<file path="src/hdl/fir_pkg.sv">
`default_nettype none

// Shared definitions for the FIR filter block.
// Only the control state encoding lives here.
package fir_pkg;

	// Control states of the FIR filter.
	// The filter starts idle and moves to coefficient loading on the first
	// coefficient strobe.
	// Once the full set of taps is loaded it filters samples.
	// A stop strobe freezes it until the next reset.
	typedef enum logic [1:0] {
		// Waiting for the first coefficient.
		state_idle,
		// Shifting coefficients into the bank.
		state_load_coefficients,
		// Accepting samples and producing results.
		state_filter,
		// Frozen until reset.
		state_stopped
	} fir_state_t;

endpackage

`default_nettype wire

</file>
<file path="src/hdl/tap_load_if.sv">
`default_nettype none
`timescale 1ns/100ps

// Shift strobes and shift values from the control FSM to the two tap
// shift registers.
// The control FSM qualifies both strobes by state, so the receivers
// shift whenever their strobe is high.
interface tap_load_if #(
	parameter int DATA_WIDTH = 8
);

	// Coefficient shift strobe and the value to shift in at index 0.
	logic coefficient_shift;
	logic signed [DATA_WIDTH-1:0] coefficient;

	// Sample shift strobe and the value to shift in at index 0.
	logic sample_shift;
	logic signed [DATA_WIDTH-1:0] sample;

	// The control FSM drives every signal.
	modport control (output coefficient_shift, output coefficient,
		output sample_shift, output sample);

	// The coefficient bank only sees the coefficient half.
	modport bank (input coefficient_shift, input coefficient);

	// The sample delay line only sees the sample half.
	modport delay (input sample_shift, input sample);

endinterface

`default_nettype wire

</file>
<file path="src/hdl/coefficient_bank.sv">
`default_nettype none
`timescale 1ns/100ps

// Coefficient register bank.
// New coefficients enter at index 0 and older ones move up.
// After TAPS loads the first coefficient sits at index TAPS-1.
module coefficient_bank #(
	parameter int TAPS = 10,
	parameter int DATA_WIDTH = 8
) (
	input wire logic clock,
	input wire logic rst,
	tap_load_if.bank taps,
	output logic [TAPS-1:0][DATA_WIDTH-1:0] coefficients
);

	// The whole bank is a single packed vector.
	// Each word is signed and is cast as such where it is multiplied.
	always_ff @(posedge clock) begin
		if (rst) begin
			coefficients <= '0;
		end else if (taps.coefficient_shift) begin
			// Shift up by one word and insert the new coefficient at the bottom.
			coefficients <= {coefficients[TAPS-2:0], taps.coefficient};
		end
	end

endmodule

`default_nettype wire

</file>
<file path="src/hdl/fir_control.sv">
`default_nettype none
`timescale 1ns/100ps

// Control FSM of the FIR filter.
// It counts the loaded coefficients, moves through the filter states and
// qualifies the host strobes, so that the receivers never look at state.
module fir_control #(
	parameter int TAPS = 10,
	parameter int DATA_WIDTH = 8
) (
	input wire logic clock,
	input wire logic rst,
	input wire logic load_coefficient,
	input wire logic signed [DATA_WIDTH-1:0] coefficient_in,
	input wire logic load_sample,
	input wire logic signed [DATA_WIDTH-1:0] sample_in,
	input wire logic stop,
	tap_load_if.control taps,
	output logic sample_accept,
	output logic filter_ready
);

	// The counter must be able to hold TAPS itself.
	localparam int COUNT_WIDTH = $clog2(TAPS + 1);

	fir_pkg::fir_state_t state;
	logic [COUNT_WIDTH-1:0] coefficient_count;
	logic coefficient_shift;
	logic sample_shift;

	// Coefficients are taken while idle or loading, and nowhere else.
	assign coefficient_shift = load_coefficient &&
		(state == fir_pkg::state_idle || state == fir_pkg::state_load_coefficients);

	// Samples are taken only while filtering.
	assign sample_shift = load_sample && (state == fir_pkg::state_filter);

	// The shift values pass straight through; only the strobes are gated.
	assign taps.coefficient_shift = coefficient_shift;
	assign taps.coefficient = coefficient_in;
	assign taps.sample_shift = sample_shift;
	assign taps.sample = sample_in;

	// The pipeline uses the same accepted strobe as its input valid.
	assign sample_accept = sample_shift;
	assign filter_ready = (state == fir_pkg::state_filter);

	always_ff @(posedge clock) begin
		if (rst) begin
			state <= fir_pkg::state_idle;
			coefficient_count <= '0;
		end else begin
			case (state)
				fir_pkg::state_idle: begin
					// The first strobe already loads a coefficient.
					if (coefficient_shift) begin
						state <= fir_pkg::state_load_coefficients;
						coefficient_count <= coefficient_count + 1'b1;
					end
				end
				fir_pkg::state_load_coefficients: begin
					if (coefficient_shift) begin
						coefficient_count <= coefficient_count + 1'b1;
						// This strobe is the TAPS-th one, so the bank is full.
						if (coefficient_count == COUNT_WIDTH'(TAPS - 1)) begin
							state <= fir_pkg::state_filter;
						end
					end
				end
				fir_pkg::state_filter: begin
					// A sample in the same cycle as stop is still accepted.
					if (stop) begin
						state <= fir_pkg::state_stopped;
					end
				end
				fir_pkg::state_stopped: begin
					// Only reset leaves this state.
					state <= fir_pkg::state_stopped;
				end
				default: begin
					state <= fir_pkg::state_idle;
				end
			endcase
		end
	end

	// The count stops at TAPS, because loading ends on the TAPS-th strobe.
	assert property (@(posedge clock) disable iff (rst)
		coefficient_count <= COUNT_WIDTH'(TAPS));

	// A sample reaches the delay line only once the bank is full.
	assert property (@(posedge clock) disable iff (rst)
		sample_shift |-> coefficient_count == COUNT_WIDTH'(TAPS));

endmodule

`default_nettype wire

</file>
<file path="src/hdl/fir_filter_top.sv">
`default_nettype none
`timescale 1ns/100ps

// Top level of the streaming FIR filter.
// The host loads TAPS coefficients, then streams samples and gets one
// full-precision result per accepted sample, two cycles after acceptance.
module fir_filter_top #(
	parameter int TAPS = 10,
	parameter int DATA_WIDTH = 8
) (
	input wire logic clock,
	input wire logic rst,
	input wire logic load_coefficient,
	input wire logic signed [DATA_WIDTH-1:0] coefficient_in,
	input wire logic load_sample,
	input wire logic signed [DATA_WIDTH-1:0] sample_in,
	input wire logic stop,
	output logic signed [2*DATA_WIDTH+$clog2(TAPS)-1:0] result_out,
	output logic result_valid,
	output logic filter_ready
);

	// Two full-width words, plus enough bits to add TAPS products.
	localparam int ACC_WIDTH = 2 * DATA_WIDTH + $clog2(TAPS);

	logic sample_accept;
	logic [TAPS-1:0][DATA_WIDTH-1:0] coefficients;
	logic [TAPS-1:0][DATA_WIDTH-1:0] samples;

	// Shift strobes from control to the bank and the delay line.
	tap_load_if #(
		.DATA_WIDTH(DATA_WIDTH)
	) u_tap_load_if ();

	fir_control #(
		.TAPS(TAPS),
		.DATA_WIDTH(DATA_WIDTH)
	) u_fir_control (
		.clock(clock),
		.rst(rst),
		.load_coefficient(load_coefficient),
		.coefficient_in(coefficient_in),
		.load_sample(load_sample),
		.sample_in(sample_in),
		.stop(stop),
		.taps(u_tap_load_if.control),
		.sample_accept(sample_accept),
		.filter_ready(filter_ready)
	);

	coefficient_bank #(
		.TAPS(TAPS),
		.DATA_WIDTH(DATA_WIDTH)
	) u_coefficient_bank (
		.clock(clock),
		.rst(rst),
		.taps(u_tap_load_if.bank),
		.coefficients(coefficients)
	);

	sample_delay_line #(
		.TAPS(TAPS),
		.DATA_WIDTH(DATA_WIDTH)
	) u_sample_delay_line (
		.clock(clock),
		.rst(rst),
		.taps(u_tap_load_if.delay),
		.samples(samples)
	);

	// The pipeline gets the accepted strobe as its input valid.
	mac_pipeline #(
		.TAPS(TAPS),
		.DATA_WIDTH(DATA_WIDTH),
		.ACC_WIDTH(ACC_WIDTH)
	) u_mac_pipeline (
		.clock(clock),
		.rst(rst),
		.sample_accept(sample_accept),
		.samples(samples),
		.coefficients(coefficients),
		.result_out(result_out),
		.result_valid(result_valid)
	);

endmodule

`default_nettype wire

</file>
<file path="src/hdl/mac_pipeline.sv">
`default_nettype none
`timescale 1ns/100ps

// Two-stage multiply and accumulate pipeline.
// Stage one registers all TAPS products of the updated sample window.
// Stage two registers their full-precision sum.
module mac_pipeline #(
	parameter int TAPS = 10,
	parameter int DATA_WIDTH = 8,
	parameter int ACC_WIDTH = 20
) (
	input wire logic clock,
	input wire logic rst,
	input wire logic sample_accept,
	input wire logic [TAPS-1:0][DATA_WIDTH-1:0] samples,
	input wire logic [TAPS-1:0][DATA_WIDTH-1:0] coefficients,
	output logic signed [ACC_WIDTH-1:0] result_out,
	output logic result_valid
);

	// A full product of two signed words.
	localparam int PRODUCT_WIDTH = 2 * DATA_WIDTH;

	logic [1:0] valid_pipe;
	logic signed [PRODUCT_WIDTH-1:0] products [TAPS];
	logic signed [ACC_WIDTH-1:0] product_sum;

	// Bit 0 marks a window that was updated at the last edge.
	// Bit 1 marks products that belong to an accepted sample.
	// With one bit per stage, two results can be in flight at once.
	always_ff @(posedge clock) begin
		if (rst) begin
			valid_pipe <= '0;
			result_valid <= 1'b0;
		end else begin
			valid_pipe <= {valid_pipe[0], sample_accept};
			result_valid <= valid_pipe[1];
		end
	end

	// Stage one.
	// The newest sample pairs with the first loaded coefficient, which the
	// bank holds at the top index.
	always_ff @(posedge clock) begin
		if (valid_pipe[0]) begin
			for (int k = 0; k < TAPS; k++) begin
				products[k] <= $signed(samples[k]) * $signed(coefficients[TAPS-1-k]);
			end
		end
	end

	// The adder tree is sized so that no sum of TAPS products can overflow.
	always_comb begin
		product_sum = '0;
		for (int k = 0; k < TAPS; k++) begin
			product_sum = product_sum + products[k];
		end
	end

	// Stage two.
	// The result holds its value until the next accepted sample reaches it.
	always_ff @(posedge clock) begin
		if (valid_pipe[1]) begin
			result_out <= product_sum;
		end
	end

	// The valid pulse is the only thing the host can trust, so it must be clean.
	assert property (@(posedge clock) disable iff (rst) !$isunknown(result_valid));

endmodule

`default_nettype wire

</file>
<file path="src/hdl/sample_delay_line.sv">
`default_nettype none
`timescale 1ns/100ps

// Delay line of the most recent TAPS input samples.
// The newest sample is at index 0.
// Reset zeroes the window, so samples before the first one count as zero.
module sample_delay_line #(
	parameter int TAPS = 10,
	parameter int DATA_WIDTH = 8
) (
	input wire logic clock,
	input wire logic rst,
	tap_load_if.delay taps,
	output logic [TAPS-1:0][DATA_WIDTH-1:0] samples
);

	// The window updates at the accepting edge.
	// The pipeline reads the updated window in the following cycle.
	always_ff @(posedge clock) begin
		if (rst) begin
			samples <= '0;
		end else if (taps.sample_shift) begin
			// The oldest sample drops off the top.
			samples <= {samples[TAPS-2:0], taps.sample};
		end
	end

endmodule

`default_nettype wire

</file>
<file path="config.mk">
export PLATFORM = sky130hd
export DESIGN_NAME = fir_filter_top
export DESIGN_NICKNAME = d
export VERILOG_FILES = /design/src/hdl/fir_pkg.sv /design/src/hdl/tap_load_if.sv /design/src/hdl/coefficient_bank.sv /design/src/hdl/fir_control.sv /design/src/hdl/fir_filter_top.sv /design/src/hdl/mac_pipeline.sv /design/src/hdl/sample_delay_line.sv
export SDC_FILE = /design/constraint.sdc
export NUM_CORES = 2
export LEC_CHECK = 0
export ABC_CLOCK_PERIOD_IN_PS = 16500
export BUFFER_PORTS_ARGS = -buffer_cell sky130_fd_sc_hd__buf_2
export CAP_MARGIN = 20
export CORE_ASPECT_RATIO = 0.7
export CORE_UTILIZATION = 33
export CTS_CLUSTER_DIAMETER = 200
export CTS_CLUSTER_SIZE = 16
export DETAILED_ROUTE_END_ITERATION = 7
export GPL_ROUTABILITY_DRIVEN = 0
export PLACE_DENSITY = 0.52
export SYNTH_ARGS = -nofsm -noshare
export SYNTH_HDL_FRONTEND = slang
export SYNTH_SLANG_ARGS = --single-unit
</file>
<file path="constraint.sdc">
create_clock -name clock -period 16.5 [get_ports clock]
set_input_delay 4.95 -clock clock [delete_from_list [all_inputs] [get_ports clock]]
set_output_delay 4.95 -clock clock [all_outputs]
set_load 0.02 [all_outputs]
</file>
==> results.sh <==
export IMPL_status="finished, final reports clean"
export IMPL_path_clk_slew_ns=0.08
export IMPL_clkLatencyLatePin_ns=0.59
export IMPL_worstPathMaxFanout=5
export IMPL_preCtsSetupSlack_ns=9.61
export IMPL_netlist_cell_type_count=58
export IMPL_fin_cells=5740
export IMPL_cpMostUsedCell="fa_1"
export IMPL_die_x_um=419
export IMPL_cts_buffers=25
export IMPL_worst_pin_slew_ns=1.07
export IMPL_top_layer_used="met5"
export IMPL_ir_drop_v=0.0000636
export IMPL_clock_skew_ns=0.0285
export IMPL_drc_errors=0
export IMPL_finalSetupTns_ns=0
export IMPL_met1_length_um=54900
export IMPL_hold_path_cell_count=2
export IMPL_critPathMaxStageDelay_ns=0.50
export IMPL_startpoint_type="flip-flop"
export IMPL_synth_seq_cells=349
export IMPL_port_buffers=42
export IMPL_grt_pass1_wl_um=162000
export IMPL_synth_edf_count=180
export IMPL_nNetsFinal=5122
export IMPL_leakage_nw=18.1
export IMPL_grt_max_degree=91
export IMPL_drive_gt1_frac=0.0231
export IMPL_drv_cap=0
export IMPL_synth_top_area_frac=0.334
export IMPL_crit_path_cell_trace="fa_1, ha_1, fa_1, a211oi_1, nor2_1, o211ai_1, nand2_1, or2_2, a21oi_1, xnor2_1, fa_1, inv_1, fa_1, fa_1, inv_1, fa_1, ha_1, and2_1, a22o_1, a311oi_2, o21ai_1, a21oi_1, xnor2_1"
export IMPL_critPathCaptureType="flip-flop"
export IMPL_netlist_top_cell_by_area="fa_1"
export IMPL_synthesis_area_um2=40200
export IMPL_drt_initial_drc_count=1799
export IMPL_ys_warn_count=0
export IMPL_drv_slew=0
export IMPL_syn_inst=4188
export IMPL_crit_slowest_cell="fa_1"
export IMPL_dp_cells=5693
export IMPL_antenna_found_initial=6
export IMPL_vias=26500
export IMPL_wl_met2_um=38400
export IMPL_synth_commonest_cells="inv_1 (854), fa_1 (672), nand2_1 (558), and2_1 (379), ha_1 (328)"
export IMPL_finalHoldViolCount=0
export IMPL_grt_pass1_vias=26900
export IMPL_power_per_cell_area_nw_per_um2=37.2
export IMPL_ys_top_cells_by_area="fa_1 (33%), edfxtp_1 (13%), ha_1 (10%)"
export IMPL_cts_root_buf="clkbuf_16"
export IMPL_arrival_ns=7.14
export IMPL_routed_wl_um=99800
export IMPL_clock_sinks=349
export IMPL_ios=43
export IMPL_cts_setup_buffers=0
export IMPL_dieArea_um2=123000
export IMPL_yosysSeqAreaShare=0.218
export IMPL_critical_path_required_ns=16.84
export IMPL_gr_total_overflow=0
export IMPL_ctsResizeCount=0
export IMPL_layout_setup_ws_ns=9.70
export IMPL_synth_fp_nets=5209
export IMPL_crit_type="reg -> reg"
export IMPL_wl_met3_um=5530
export IMPL_slew_limit_headroom=0.289
export IMPL_hold_buffers=0
export IMPL_cts_tree="done"
export IMPL_die_h_um=294
export IMPL_fin_crit_ns=6.80
export IMPL_finish_utilization=0.355
export IMPL_core_um2=120000
export IMPL_fin_crit_sh=0.412
export IMPL_clockBufferDepth=3
export IMPL_start_util=0.335
export IMPL_place_detailed_hpwl_um=79100
export IMPL_track_usage=0.169
export IMPL_async_flop_share=0
export IMPL_max_freq_ghz=0.147
export IMPL_h_tree_depth=1
export IMPL_synth_ff_type="edfxtp_1"
export IMPL_wl_per_cell_um=17.4
export IMPL_fp_row_count=106
export IMPL_area_growth_pct=6.08
export IMPL_yosysMostFrequentCell="inv_1"
export IMPL_rsz0062_at_grt="no"
export IMPL_vias_per_cell=4.61
export IMPL_hold_class="reg -> reg"
export IMPL_setup_viol=0
export IMPL_drt_pass1_iter_count=5
export IMPL_ant_nets=0
export IMPL_worst_r2r_path_depth=23
export IMPL_syn_avg_cell_area_um2=9.60
[report_power, final]
group / switching [mW] / internal (mW) / total [mW]
combinational: 0.0325 / 0.0148 / 0.0473
sequential: 0.00853 / 0.906 / 0.914
clock: 0.342 / 0.286 / 0.628
total: 0.383 / 1.21 / 1.59
[kinds of logic after synthesis]
family          count (synthesis)  synth area share
flops                         349             0.218
compound gates                403            0.0577
mux                             7           0.00177
fa+ha+maj                    1000             0.436
buf+inv                      1020            0.0952
simple gates                 1227             0.151
xor+xnor                      182            0.0396
[flip-flops by register name (all words and copies together), names as in the netlist]
signal,flops
u_mac_pipeline.valid_pipe,2
u_mac_pipeline.result_out,20
u_fir_control.state,2
u_fir_control.coefficient_count,4
u_coefficient_bank.coefficients,80
u_mac_pipeline.products,160
u_sample_delay_line.samples,80
u_mac_pipeline.result_valid,1
[worst paths after layout]
path / startpoint / endpoint / slack [ns]
worst min-delay path: u_fir_control.coefficient_count[3]$_SDFFE_PP0P_ / u_fir_control.coefficient_count[3]$_SDFFE_PP0P_ / 0.54
worst max register to register: u_mac_pipeline.products[2][1]$_DFFE_PP_ / u_mac_pipeline.result_out[19]$_DFFE_PP_ / 9.70
worst min register to register: u_fir_control.coefficient_count[3]$_SDFFE_PP0P_ / u_fir_control.coefficient_count[3]$_SDFFE_PP0P_ / 0.54
worst max-delay path: u_mac_pipeline.products[2][1]$_DFFE_PP_ / u_mac_pipeline.result_out[19]$_DFFE_PP_ / 9.70
[cell usage in the layout (no fill, tap or decap), types with 3 or more instances in the layout]
| master | n |
|---|---|
| nand2_1 | 557 |
| or3_1 | 7 |
| a211oi_1 | 12 |
| nor4_1 | 8 |
| clkbuf_16 | 25 |
| inv_1 | 854 |
| a21oi_1 | 250 |
| nand3_1 | 20 |
| a21boi_0 | 10 |
| o211ai_1 | 10 |
| nor2_1 | 77 |
| o21ai_0 | 49 |
| dfxtp_1 | 168 |
| clkbuf_1 | 18 |
| fa_1 | 672 |
| a21o_1 | 9 |
| buf_2 | 41 |
| buf_4 | 9 |
| o2111ai_1 | 4 |
| mux2i_1 | 6 |
| a31oi_1 | 11 |
| nand4b_1 | 4 |
| and3_1 | 18 |
| xnor2_1 | 159 |
| o21a_1 | 10 |
| ha_1 | 328 |
| o21bai_1 | 10 |
| nand2b_1 | 74 |
| nand4_1 | 3 |
| xor2_1 | 23 |
| and2_1 | 378 |
| nor3_1 | 31 |
| o21ai_1 | 4 |
| edfxtp_1 | 180 |
| or2_2 | 6 |
| and4_1 | 3 |
| nor2b_1 | 30 |
[critical path: cells and delay by family, from the launching register on]
family | cells | cell delay (ns)
compound gates | 7 | 1.66
xor+xnor | 2 | 0.23
simple gates | 4 | 0.74
buf+inv | 2 | 0.13
fa+ha+maj | 8 | 3.37
flops | 1 | 0.42
[through the flow]
stage	cell area [um2]	power (mW)	hold slack, ns
finish	42700	1.59	0.539
global route	42700	1.64	0.592
CTS	42600	1.61	0.550
detailed placement	41900	0.982	0.526
global placement	41900	0.981	0.521
floorplan	40200	0.963	0.479
[final cells by class]
| type | count | area [um2] |
|---|---|---|
| Antenna cell | 2 | 5.00 |
| Clock buffer | 43 | 693 |
| Clock inverter | 1 | 5.00 |
| Fill cell | 12300 | 77500 |
| Inverter | 854 | 3210 |
| Multi-Input combinational cell | 2819 | 27600 |
| Sequential cell | 349 | 8790 |
| Tap cell | 1620 | 2030 |
| Timing Repair Buffer | 52 | 312 |
[metal layers]
layer | vias up | track usage
met3 | 45 | 0.0275
li1 | 12600 | -
met5 | - | 0
met2 | 500 | 0.228
met4 | 2 | 0.0166
met1 | 13300 | 0.282
No activity file was read; power rests on OpenSTA's default activity.
